## src/include/cpu_consts.svh

```systemverilog
// CPU word, register file and bus address sizes shared by the RTL and testbench
`ifndef CPU_CONSTS_SVH
`define CPU_CONSTS_SVH

// Data and instruction width
`define WORD_W 16
// Register file size, R7 takes the JAL return address
`define NUM_REGS 8
`define LINK_REG 7
// Byte address, word accesses only
`define ADDR_W 16

`endif

```

## src/rtl/busPkg.sv

```systemverilog
// Shared bus types: master index and arbiter state
package busPkg;

    // Masters that compete for the external bus
    typedef enum logic {fetchPort = 1'b0, dataPort = 1'b1} masterT;

    // Arbiter grant state, held for a whole bus cycle
    typedef enum logic [1:0] {
        idle      = 2'd0,
        busyFetch = 2'd1,
        busyData  = 2'd2
    } arbStateT;

endpackage

```

## src/rtl/isaPkg.sv

```systemverilog
// ISA types: opcodes, ALU operations and the instruction word layouts
package isaPkg;

    // Major opcodes, instruction bits 15:11
    typedef enum logic [4:0] {
        opHalt  = 5'b00000,
        opNop   = 5'b00001,
        opJ     = 5'b00100,
        opJal   = 5'b00110,
        opAddi  = 5'b01000,
        opSubi  = 5'b01001,
        opXori  = 5'b01010,
        opAndni = 5'b01011,
        opBeqz  = 5'b01100,
        opBnez  = 5'b01101,
        opSt    = 5'b10000,
        opLd    = 5'b10001,
        opLbi   = 5'b11000,
        // Register ALU ops, function in bits 1:0
        opAlu   = 5'b11011
    } opcodeT;

    // Same encoding as the R-format function field
    typedef enum logic [1:0] {
        aluAdd  = 2'b00,
        aluSub  = 2'b01,
        aluXor  = 2'b10,
        aluAndn = 2'b11
    } aluOpT;

    // One instruction word seen through each format
    typedef union packed {
        struct packed {opcodeT opcode; logic [2:0] rs; logic [2:0] rt;
                       logic [2:0] rd; logic [1:0] func;} rForm;
        struct packed {opcodeT opcode; logic [2:0] rs; logic [2:0] rd;
                       logic [4:0] imm5;} i1Form;
        struct packed {opcodeT opcode; logic [2:0] rs; logic [7:0] imm8;} i2Form;
        struct packed {opcodeT opcode; logic [10:0] disp11;} jForm;
    } instrT;

endpackage

```

## src/rtl/alu.sv

```systemverilog
// Combinational ALU with add, subtract, xor and and-not, plus a zero flag
`timescale 1ns/1ns
`include "cpu_consts.svh"

module alu
    import isaPkg::*;
(
    input  logic [`WORD_W-1:0] inA,
    input  logic [`WORD_W-1:0] inB,
    input  aluOpT              op,
    output logic [`WORD_W-1:0] result,
    output logic               zero
);

    always_comb begin
        case (op)
            aluAdd:  result = inA + inB;
            // Second operand minus first, rt - rs or imm - rs
            aluSub:  result = inB - inA;
            aluXor:  result = inA ^ inB;
            aluAndn: result = inA & ~inB;
            default: result = '0;
        endcase
    end

    // Branch test in the core relies on this
    assign zero = (result == '0);

endmodule

```

## src/rtl/busArbiter.sv

```systemverilog
// Round-robin arbiter joining the fetch and load/store masters onto one Wishbone bus
`timescale 1ns/1ns
`include "cpu_consts.svh"

module busArbiter
    import busPkg::*;
(
    input  logic               clk,
    input  logic               reset,
    input  logic               fetchCyc,
    input  logic               fetchStb,
    input  logic [`ADDR_W-1:0] fetchAdr,
    output logic [`WORD_W-1:0] fetchDatR,
    output logic               fetchAck,
    input  logic               dataCyc,
    input  logic               dataStb,
    input  logic               dataWe,
    input  logic [`ADDR_W-1:0] dataAdr,
    input  logic [`WORD_W-1:0] dataDatW,
    output logic [`WORD_W-1:0] dataDatR,
    output logic               dataAck,
    output logic               cyc,
    output logic               stb,
    output logic               we,
    output logic [`ADDR_W-1:0] adr,
    output logic [`WORD_W-1:0] datW,
    input  logic [`WORD_W-1:0] datR,
    input  logic               ack
);

    arbStateT state;
    masterT   lastServed, granted;
    logic     fetchReq, dataReq, busy;

    assign fetchReq = fetchCyc && fetchStb;
    assign dataReq  = dataCyc && dataStb;

    // Grant at cycle start, release one cycle after ack
    always_ff @(posedge clk) begin
        if (reset) begin
            state      <= idle;
            // Fetch wins the first tie
            lastServed <= dataPort;
        end else begin
            case (state)
                idle: begin
                    if (fetchReq && dataReq) begin
                        state <= (lastServed == fetchPort) ? busyData : busyFetch;
                    end else if (fetchReq) begin
                        state <= busyFetch;
                    end else if (dataReq) begin
                        state <= busyData;
                    end
                end
                busyFetch, busyData: begin
                    if (ack) begin
                        state      <= idle;
                        lastServed <= granted;
                    end
                end
                default: state <= idle;
            endcase
        end
    end

    assign busy    = (state != idle);
    assign granted = (state == busyData) ? dataPort : fetchPort;

    // Bus mux, fetch never writes
    assign cyc  = busy && ((granted == dataPort) ? dataCyc : fetchCyc);
    assign stb  = busy && ((granted == dataPort) ? dataStb : fetchStb);
    assign we   = busy && (granted == dataPort) && dataWe;
    assign adr  = (granted == dataPort) ? dataAdr : fetchAdr;
    assign datW = dataDatW;

    // Read data shared, ack only to the granted master
    assign fetchDatR = datR;
    assign dataDatR  = datR;
    assign fetchAck  = ack && (state == busyFetch);
    assign dataAck   = ack && (state == busyData);

endmodule

```

## src/rtl/cpuCore.sv

```systemverilog
// Processor core: PC, one-word prefetch, decode, execute and two Wishbone masters
`timescale 1ns/1ns
`include "cpu_consts.svh"

module cpuCore
    import isaPkg::*;
(
    input  logic               clk,
    input  logic               reset,
    output logic               fetchCyc,
    output logic               fetchStb,
    output logic [`ADDR_W-1:0] fetchAdr,
    input  logic [`WORD_W-1:0] fetchDatR,
    input  logic               fetchAck,
    output logic               dataCyc,
    output logic               dataStb,
    output logic               dataWe,
    output logic [`ADDR_W-1:0] dataAdr,
    output logic [`WORD_W-1:0] dataDatW,
    input  logic [`WORD_W-1:0] dataDatR,
    input  logic               dataAck,
    output logic               halted
);

    localparam int RegAddrW = $clog2(`NUM_REGS);
    // FSM states
    localparam logic [1:0] waitInstr = 2'd0;
    localparam logic [1:0] execute   = 2'd1;
    localparam logic [1:0] waitData  = 2'd2;
    // Write data sources
    localparam logic [1:0] srcAlu  = 2'd0;
    localparam logic [1:0] srcLoad = 2'd1;
    localparam logic [1:0] srcImm  = 2'd2;
    localparam logic [1:0] srcLink = 2'd3;

    logic [1:0]          state;
    logic [`ADDR_W-1:0]  pc, pcPlus2, target;
    instrT               ir, nextInstr;
    logic [`WORD_W-1:0]  slotWord;
    logic                slotValid, fetchDrop, fetchDone, dataDone;
    logic                accept, prefetch, refetch, taken;
    // Decode outputs
    aluOpT               aluOp;
    logic                useImm, signExt5, regWrite, isLoad, isStore, isJump;
    logic                isBeqz, isBnez, isHalt;
    logic [1:0]          wrSrc;
    logic [RegAddrW-1:0] wrAddr;
    // Datapath
    logic [`WORD_W-1:0]  imm5Ext, imm8Ext, disp11Ext, aluB, aluResult;
    logic [`WORD_W-1:0]  rdData1, rdData2, wrData;
    logic                aluZero, wrEn;

    regFile regs0 (
        .clk(clk), .reset(reset),
        .rdAddr1(ir.rForm.rs), .rdAddr2(ir.rForm.rt),
        .wrEn(wrEn), .wrAddr(wrAddr), .wrData(wrData),
        .rdData1(rdData1), .rdData2(rdData2)
    );

    alu alu0 (.inA(rdData1), .inB(aluB), .op(aluOp), .result(aluResult), .zero(aluZero));

    always_comb begin
        aluOp    = aluAdd;
        useImm   = 1'b1;
        signExt5 = 1'b1;
        regWrite = 1'b0;
        wrSrc    = srcAlu;
        wrAddr   = ir.i1Form.rd;
        isLoad   = 1'b0;
        isStore  = 1'b0;
        isJump   = 1'b0;
        isBeqz   = 1'b0;
        isBnez   = 1'b0;
        isHalt   = 1'b0;
        case (ir.rForm.opcode)
            opAlu: begin
                aluOp    = aluOpT'(ir.rForm.func);
                useImm   = 1'b0;
                regWrite = 1'b1;
                wrAddr   = ir.rForm.rd;
            end
            opAddi: regWrite = 1'b1;
            opSubi: begin
                aluOp    = aluSub;
                regWrite = 1'b1;
            end
            // Logic immediates are zero-extended
            opXori: begin
                aluOp    = aluXor;
                signExt5 = 1'b0;
                regWrite = 1'b1;
            end
            opAndni: begin
                aluOp    = aluAndn;
                signExt5 = 1'b0;
                regWrite = 1'b1;
            end
            // LBI targets the rs slot
            opLbi: begin
                regWrite = 1'b1;
                wrSrc    = srcImm;
                wrAddr   = ir.i2Form.rs;
            end
            opLd: begin
                isLoad   = 1'b1;
                regWrite = 1'b1;
                wrSrc    = srcLoad;
            end
            opSt:   isStore = 1'b1;
            opBeqz: isBeqz = 1'b1;
            opBnez: isBnez = 1'b1;
            opJ:    isJump = 1'b1;
            opJal: begin
                isJump   = 1'b1;
                regWrite = 1'b1;
                wrSrc    = srcLink;
                wrAddr   = RegAddrW'(`LINK_REG);
            end
            opHalt: isHalt = 1'b1;
            opNop:  ;
            default: ;
        endcase
    end

    // Immediate extension
    assign imm5Ext   = signExt5 ? {{(`WORD_W-5){ir.i1Form.imm5[4]}}, ir.i1Form.imm5}
                                : {{(`WORD_W-5){1'b0}}, ir.i1Form.imm5};
    assign imm8Ext   = {{(`WORD_W-8){ir.i2Form.imm8[7]}}, ir.i2Form.imm8};
    assign disp11Ext = {{(`WORD_W-11){ir.jForm.disp11[10]}}, ir.jForm.disp11};

    // Branches pass rs through the ALU unchanged so zero tests it
    assign aluB = !useImm ? rdData2 : ((isBeqz || isBnez) ? '0 : imm5Ext);

    // Targets relative to the next instruction
    assign pcPlus2 = pc + `ADDR_W'(2);
    assign target  = pcPlus2 + (isJump ? disp11Ext : imm8Ext);
    assign taken   = (state == execute) && (isJump || (isBeqz && aluZero) || (isBnez && !aluZero));

    always_comb begin
        case (wrSrc)
            srcLoad: wrData = dataDatR;
            srcImm:  wrData = imm8Ext;
            srcLink: wrData = pcPlus2;
            default: wrData = aluResult;
        endcase
    end

    // Loads write on their ack, everything else in execute
    assign wrEn = ((state == execute) && regWrite && !isLoad) ||
                  ((state == waitData) && dataDone && isLoad);

    // Fetch handshake and prefetch slot
    assign fetchDone = fetchCyc && fetchAck;
    assign dataDone  = dataCyc && dataAck;
    assign nextInstr = slotValid ? slotWord : fetchDatR;
    // Outstanding fetch in waitInstr is always for pc unless marked dropped
    assign accept    = (state == waitInstr) && !halted && (slotValid || (fetchDone && !fetchDrop));
    // No prefetch behind HALT
    assign prefetch  = accept && (nextInstr.jForm.opcode != opHalt);
    assign refetch   = (state == waitInstr) && !slotValid && !fetchCyc && !halted;
    assign fetchStb  = fetchCyc;
    assign dataStb   = dataCyc;

    always_ff @(posedge clk) begin
        if (reset) begin
            fetchCyc  <= 1'b0;
            fetchDrop <= 1'b0;
            slotValid <= 1'b0;
        end else begin
            if (prefetch || refetch) begin
                fetchCyc <= 1'b1;
            end else if (fetchDone) begin
                fetchCyc <= 1'b0;
            end
            // A taken branch leaves an in-flight fetch stale
            if (fetchDone) begin
                fetchDrop <= 1'b0;
            end else if (taken && fetchCyc) begin
                fetchDrop <= 1'b1;
            end
            if (accept || taken) begin
                slotValid <= 1'b0;
            end else if (fetchDone && !fetchDrop) begin
                slotValid <= 1'b1;
            end
        end
    end

    always_ff @(posedge clk) begin
        if (reset) begin
            state   <= waitInstr;
            pc      <= '0;
            halted  <= 1'b0;
            dataCyc <= 1'b0;
        end else begin
            case (state)
                waitInstr: if (accept) state <= execute;
                execute: begin
                    state <= (isLoad || isStore) ? waitData : waitInstr;
                    if (isHalt) begin
                        halted <= 1'b1;
                    end else if (isLoad || isStore) begin
                        dataCyc <= 1'b1;
                    end else begin
                        pc <= taken ? target : pcPlus2;
                    end
                end
                waitData: begin
                    if (dataDone) begin
                        dataCyc <= 1'b0;
                        pc      <= pcPlus2;
                        state   <= waitInstr;
                    end
                end
                default: state <= waitInstr;
            endcase
        end
    end

    // Payload registers
    always_ff @(posedge clk) begin
        if (accept) ir <= nextInstr;
        if (fetchDone) slotWord <= fetchDatR;
        if (prefetch) begin
            fetchAdr <= pcPlus2;
        end else if (refetch) begin
            fetchAdr <= pc;
        end
        if ((state == execute) && (isLoad || isStore)) begin
            dataWe   <= isStore;
            dataAdr  <= aluResult;
            // Store data from the I1 rd slot, same bits as rt
            dataDatW <= rdData2;
        end
    end

endmodule

```

## src/rtl/cpuTop.sv

```systemverilog
// CPU top level: core with its fetch and load/store masters behind the bus arbiter
`timescale 1ns/1ns
`include "cpu_consts.svh"

module cpuTop (
    input  logic               clk,
    input  logic               reset,
    input  logic [`WORD_W-1:0] datR,
    input  logic               ack,
    output logic               cyc,
    output logic               stb,
    output logic               we,
    output logic [`ADDR_W-1:0] adr,
    output logic [`WORD_W-1:0] datW,
    output logic               halted
);

    // Instruction fetch master
    logic               fetchCyc, fetchStb, fetchAck;
    logic [`ADDR_W-1:0] fetchAdr;
    logic [`WORD_W-1:0] fetchDatR;
    // Load/store master
    logic               dataCyc, dataStb, dataWe, dataAck;
    logic [`ADDR_W-1:0] dataAdr;
    logic [`WORD_W-1:0] dataDatW, dataDatR;

    cpuCore core0 (
        .clk(clk), .reset(reset),
        .fetchCyc(fetchCyc), .fetchStb(fetchStb), .fetchAdr(fetchAdr),
        .fetchDatR(fetchDatR), .fetchAck(fetchAck),
        .dataCyc(dataCyc), .dataStb(dataStb), .dataWe(dataWe), .dataAdr(dataAdr),
        .dataDatW(dataDatW), .dataDatR(dataDatR), .dataAck(dataAck),
        .halted(halted)
    );

    // Single external bus, memory lives outside
    busArbiter arb0 (
        .clk(clk), .reset(reset),
        .fetchCyc(fetchCyc), .fetchStb(fetchStb), .fetchAdr(fetchAdr),
        .fetchDatR(fetchDatR), .fetchAck(fetchAck),
        .dataCyc(dataCyc), .dataStb(dataStb), .dataWe(dataWe), .dataAdr(dataAdr),
        .dataDatW(dataDatW), .dataDatR(dataDatR), .dataAck(dataAck),
        .cyc(cyc), .stb(stb), .we(we), .adr(adr), .datW(datW),
        .datR(datR), .ack(ack)
    );

endmodule

```

## src/rtl/regFile.sv

```systemverilog
// Eight-entry register file with two asynchronous reads and one synchronous write
`timescale 1ns/1ns
`include "cpu_consts.svh"

module regFile (
    input  logic                         clk,
    input  logic                         reset,
    input  logic [$clog2(`NUM_REGS)-1:0] rdAddr1,
    input  logic [$clog2(`NUM_REGS)-1:0] rdAddr2,
    input  logic                         wrEn,
    input  logic [$clog2(`NUM_REGS)-1:0] wrAddr,
    input  logic [`WORD_W-1:0]           wrData,
    output logic [`WORD_W-1:0]           rdData1,
    output logic [`WORD_W-1:0]           rdData2
);

    logic [`WORD_W-1:0] regs [`NUM_REGS];

    // R0 is writable like any other register
    always_ff @(posedge clk) begin
        if (reset) begin
            for (int i = 0; i < `NUM_REGS; i++) begin
                regs[i] <= '0;
            end
        end else if (wrEn) begin
            regs[wrAddr] <= wrData;
        end
    end

    assign rdData1 = regs[rdAddr1];
    assign rdData2 = regs[rdAddr2];

endmodule

```

## config.mk

```make
export PLATFORM = sky130hd
export DESIGN_NAME = cpuTop
export DESIGN_NICKNAME = d
export VERILOG_FILES = /design/src/rtl/busPkg.sv /design/src/rtl/isaPkg.sv /design/src/rtl/alu.sv /design/src/rtl/busArbiter.sv /design/src/rtl/cpuCore.sv /design/src/rtl/cpuTop.sv /design/src/rtl/regFile.sv
export VERILOG_INCLUDE_DIRS = /design/src /design/src/include
export SDC_FILE = /design/constraint.sdc
export NUM_CORES = 1
export LEC_CHECK = 0
export BUFFER_PORTS_ARGS = -buffer_cell sky130_fd_sc_hd__buf_2
export CORE_MARGIN = 10
export CORE_UTILIZATION = 50
export CTS_CLUSTER_DIAMETER = 40
export DETAILED_ROUTE_END_ITERATION = 10
export PLACE_DENSITY = 0.76
export SYNTH_ARGS = -nofsm -noshare
export SYNTH_HDL_FRONTEND = slang
export SYNTH_SLANG_ARGS = --single-unit
```

## constraint.sdc

```tcl
create_clock -name clk -period 7.95 [get_ports clk]
set_input_delay 0 -clock clk [delete_from_list [all_inputs] [get_ports clk]]
set_output_delay 0 -clock clk [all_outputs]
set_load 0.05 [all_outputs]
```

# After elaboration in Yosys (flattened, before gate mapping)
# Memory sizes are Yosys's and may differ from the RTL's. A register that Yosys moved wholly into a read port is not among the register bits.
# Cells that the tools add are included.
[totals] word_cells=166 mem_bits_ro=0 regBits=107 ram_bits=128 latchBits=0 memories=1
[mem_list] name="core0.regs0.regs" words=8 word_bits=16 rd=2 rd_clocked_by_memory_dff=2 write_ports=8 line="regFile.sv:17" rtl="logic [`WORD_W-1:0] regs [`NUM_REGS];"
[op_classes] n_reduce_logical=61 muxes=53 eq_ne=29 order_cmp=0 n_bitwise=3 div_mod_pow=0 n_shift=0 addsub=4 mul=0
[ops] op="16-bit two-way mux" n=13
[ops] op="16-bit case mux with 4 select lines" n=1
[ops] op="16-bit case mux with 3 select lines" n=1
[ops] op="16-bit adder" n=2
[ops] op="16-bit case mux with 2 select lines" n=1
[ops] op="5-bit by 4-bit == test with 1-bit output (second input constant)" n=6
[ops] op="1-bit logical AND" n=24
[ops] op="5-bit == test (second input constant)" n=4
[ops] op="1-bit two-way mux" n=20
[ops] op="16-bit by 2-bit adder with 16-bit output (second input constant)" n=1
[ops] op="16-bit AND" n=1
[ops] op="16-bit logical NOT" n=1
[ops] op="2-bit two-way mux" n=8
[ops] op="16-bit inverter" n=1
[ops] op="16-bit OR reduction" n=1
[ops] op="16-bit subtractor" n=1
[ops] op="16-bit bitwise XOR" n=1
[ops] op="2-bit == test (second input constant)" n=6
[ops] op="2-bit case mux with 3 select lines" n=2
[ops] op="5-bit by 3-bit == test with 1-bit output (second input constant)" n=2
[ops] op="2-bit OR reduction" n=5
[ops] op="3-bit two-way mux" n=3
[ops] op="3-bit case mux with 3 select lines" n=1
[ops] op="2-bit by 1-bit == test with 1-bit output (second input constant)" n=4
[ops] op="other kinds (15)" n=40

# Logic depth before layout (Yosys ltp)
[logic_depth] word_depth=17 ltp_mapped=26 ltp_nobuf=22

# Cells and area by module
# A second synthesis with hierarchy kept.
[hier_totals] hier_cells=1351 hier_area_um2=15313.4
[modules_own_cells] mod="regFile" n_inst=1 area_per_inst_um2=6916.6 cells_each=430
[modules_own_cells] mod="cpuCore" n_inst=1 area_per_inst_um2=5753.0 cells_each=555
[modules_own_cells] mod="alu" n_inst=1 area_per_inst_um2=1824.2 cells_each=267
[modules_own_cells] mod="busArbiter" n_inst=1 area_per_inst_um2=819.5 cells_each=99

# Worst setup path before layout
# OpenSTA, ideal clock, no wires.
[synth_path] kind="flip-flop to flip-flop" from="register with a tool-made name" to="register core0.pc[15]" t_arrival_ps=5856 n_path_buf=4 required_time_ps=7829 setup_ps=121 setup_slack_ps=1973 stages_incl_launch_ff=25 cell_sequence="dfxtp_1 -> buf_4 -> buf_4 -> buf_2 -> buf_2 -> mux4_2 -> mux2i_1 -> ha_1 -> nand2_1 -> nor2_1 -> nor2_1 -> xnor2_1 -> ha_1 -> a21oi_1 -> o21ai_0 -> or3_1 -> o221a_2 -> o21a_1 -> o21ai_0 -> a311oi_1 -> and4_1 -> a2111oi_1 -> o31ai_1 -> mux2i_1 -> mux2_2"
[synth_rtl] element="end signal, assigned" line="cpuCore.sv:205" rtl="pc <= taken ? target : pcPlus2;"
[synth_rtl] element="end signal, assigned" line="cpuCore.sv:211" rtl="pc <= pcPlus2;"
[synth_rtl] element="end, declared" line="cpuCore.sv:37" rtl="logic [`ADDR_W-1:0] pc, pcPlus2, target;"

==> key figures <==
Global routing
  – First-pass GRT wire length: 61.4 mm
  – GR Util All Layers: 0.218
  – Vias in the first global route: 10631
  – Grt ovf: 0
  – Maximum number of pins on one net before global-route repair: 40
  – Initial antenna violation count: 1

Timing
  – Crit path time final: 6.87 ns
  – Clock skew: 0.0390 ns
  – Fin crit share: 0.864
  – Final count of pins violating max slew: 0
  – Hold violation count in the final report: 0
  – Setup violators final: 0
  – Unrepaired setup endpoints after global routing: no
  – Fmax: 146 MHz
  – Final TNS setup: 0 ns
  – Max-slew headroom: 0.203
  – Worst-Margin Slew: 1.20 ns

Worst setup path
  – Critical Path Sink: core0.pc[7]
  – Top delay family on crit path: compound AO/OA/AOI/OAI gates
  – Worst reg2reg path depth: 19
  – Worst Setup End Kind: flop
  – CP Data Required Time: 8.34 ns
  – Buf/Inv on CP: 1
  – CP Cell Sequence: buf_4 > mux4_2 > mux2_2 > or3_1 > o21a_1 > xnor2_1 > ha_1 > nand4_1 > or3_1 > nand4b_1 > o221ai_1 > xor2_1 > o21ai_0 > nor4_1 > and4_1 > a2111oi_1 > nor3_4 > nor3b_1 > a2111oi_1
  – Crit Path Category: reg -> reg
  – Crit-path slowest cell: a2111oi_1
  – R2R setup slack: 1.08 ns
  – CP Depth: 19
  – CP startpoint kind: flop
  – Worst r2r dst: core0.pc[7]
  – CP max stage delay: 0.86 ns
  – Critical path fanouts, max: 22
  – Arr. time, crit path: 7.26 ns

Clock tree
  – Post-CTS Setup Repair Bufs: 0
  – CTS tree: built
  – Root Buffer: clkbuf_16
  – CTS H-tree lvls: 2
  – Clk buf depth: 3
  – Insertion delay to the later sink of the worst-skew pair: 0.54 ns
  – CTS Buf Count: 34
  – CTS sink count: 241
  – Clock transition at path regs: 0.05 ns
  – Post-cts gate resize count: 0

Floorplan
  – Starting Density: 0.511
  – Die Y: 189 microns
  – # rows: 61
  – Die area: 35700 sq um
  – Total core area: 27900 sq um
  – Top Ports: 55
  – Die Span X: 189 microns

Final layout
  – Register Area: 6920 sq um
  – Area Growth Syn to Fin: 12.7%
  – Finished Core Util: 0.576
  – Multi-input logic area: 6900 sq um
  – Fillers: 2262
  – Nets: 1357
  – Share of layout cells above drive strength 1: 0.203

Detailed routing
  – Via density: 6.36
  – Router iterations before antenna repair: 6
  – Detail Route Antenna Nets: 0
  – DRT iter0 DRCs: 1336
  – Post-route DRC: 0
  – Routed WL per cell: 23.6 microns
  – Final wirelength: 39.8 mm
  – Total number of vias: 10734

Logic synthesis
  – Synthesized instance count: 1241
  – Register area share after synthesis: 0.485
  – Post-synth EDFFs: 209
  – Post-synth ARST share: 0
  – Flops & latches, synth: 241
  – Most used DFF post-synth: edfxtp_1
  – Yosys warns: 0
  – Cell variety after synth: 65
  – Syn nets: 1313
  – Avg Cell Area, Syn: 11.5 sq um
  – Mapped cell area: 14300 sq um

Placement
  – Port bufs: 54
  – Dpl hpwl: 27.2 mm
  – GPL Wtd Cong: 0.914

Power
  – Power Dens Cells: 217 nW/um^2
  – Peak VDD IR: 0.000146 V
  – Static leakage: 0.00616 uW

Run
  – Total of max-cap violations: 0

Worst hold path
  – Hold Crit Class: in -> reg

Outcome
  – Run status: complete, no violations
## layout make-up
| type | count | share of cell area |
|---|---|---|
| Sequential cell | 241 | 0.430 |
| Multi-Input combinational cell | 886 | 0.429 |
| Clock buffer | 35 | 0.0538 |
| Timing Repair Buffer | 83 | 0.0330 |
| Tap cell | 378 | 0.0294 |
| Clock inverter | 25 | 0.0149 |
| Inverter | 39 | 0.00911 |
| Antenna cell | 1 | 0.000156 |
## cells in the mapped netlist, drive strengths merged, types with 3 or more instances
library cell | n | area share
o21a | 8 | 0.0042
a21oi | 48 | 0.017
xnor2 | 41 | 0.025
dfxtp | 32 | 0.045
a31oi | 18 | 0.0079
or2 | 6 | 0.0026
nand3 | 18 | 0.0063
nand2 | 84 | 0.022
a2111oi | 3 | 0.0021
edfxtp | 209 | 0.44
nor3 | 24 | 0.0092
mux2i | 28 | 0.020
a221o | 9 | 0.0063
nor3b | 9 | 0.0047
mux2 | 63 | 0.050
nor4 | 5 | 0.0022
o31ai | 6 | 0.0032
or3 | 9 | 0.0039
clkbuf | 54 | 0.014
a21o | 6 | 0.0032
ha | 51 | 0.045
a211oi | 10 | 0.0053
nand2b | 19 | 0.0083
nand3b | 9 | 0.0047
and2 | 8 | 0.0035
nor2b | 5 | 0.0022
mux4 | 64 | 0.10
a22oi | 7 | 0.0037
and3 | 12 | 0.0053
o211ai | 12 | 0.0063
nor2 | 182 | 0.048
a221oi | 3 | 0.0018
o21ai | 56 | 0.020
nand4 | 6 | 0.0026
o21bai | 6 | 0.0032
xor2 | 24 | 0.015
buf | 21 | 0.0071
inv | 39 | 0.010
## report_power, final
part	internal [uW]	total [uW]	leakage [uW]	switching [uW]
registers	1430	1460	0.00234	36.2
logic	196	559	0.00328	364
clock network	875	1470	0.000536	598
## registers in the layout (all words and copies together), names as in the netlist, named ones only
signal,count
core0.dataAdr,16
core0.fetchAdr,16
core0.dataCyc,1
core0.halted,1
core0.dataDatW,16
core0.slotWord,16
arb0.lastServed,1
core0.slotValid,1
arb0.state,2
core0.dataWe,1
core0.regs0.regs,128
core0.fetchCyc,1
core0.state,2
core0.fetchDrop,1
core0.pc,16
core0.ir,16
## worst min path at each step
stage                 start  cells past startpoint  slack (ns)                 to
floorplan           datR[0]                      0         0.1  core0.slotWord[0]
global placement    datR[6]                      1        0.19  core0.slotWord[6]
detailed placement  datR[6]                      1        0.21  core0.slotWord[6]
CTS                   reset                      2        0.07      arb0.state[0]
global route          reset                      2        0.10      arb0.state[0]
finish                reset                      2        0.11      arb0.state[0]
## kinds of logic after synthesis
| group | share of synthesized area |
|---|---|
| compound gates | 0.0950 |
| xor+xnor | 0.0399 |
| fa+ha+maj | 0.0475 |
| buf+inv | 0.0316 |
| flops | 0.485 |
| mux | 0.170 |
| simple gates | 0.131 |
## what timing repair did
item / 4_1_cts / 5_1_grt
setup endpoints to repair: 0 / 0
hold buffers: 17 / 0
hold endpoints to repair: 40 / 0
## per-layer routing
| metal | GRT usage | share of wire |
|---|---|---|
| met1 | 0.284 | 0.39 |
| met2 | 0.354 | 0.47 |
| met3 | 0.0380 | 0.095 |
| met4 | 0.0922 | 0.040 |
| met5 | 0 | 0 |
## cell usage in the layout (no fill, tap or decap), drive strengths merged, types with 35 or more instances in the layout
master  synthesis  layout
a21oi          48      48
buf            21      66
clkbuf         54      35
edfxtp        209     209
ha             51      51
inv            39      46
mux2           63      63
mux4           64      64
nand2          84      84
nor2          182     182
o21ai          56      56
xnor2          41      41
## metrics by stage
step                hold slack, ns  cell area, sq um  std cells  worst slack (ns)  power (uW)
floorplan                   0.0989             14300       1241              1.97        1880
global placement             0.194             14800       1610              1.33        2020
detailed placement           0.212             14800       1610              1.19        2030
CTS                         0.0734             16100       1687              1.15        3500
global route                 0.102             16100       1688             0.645        3610
finish                       0.105             16100       1688              1.08        3500
Power figures use the tool's default switching activity.
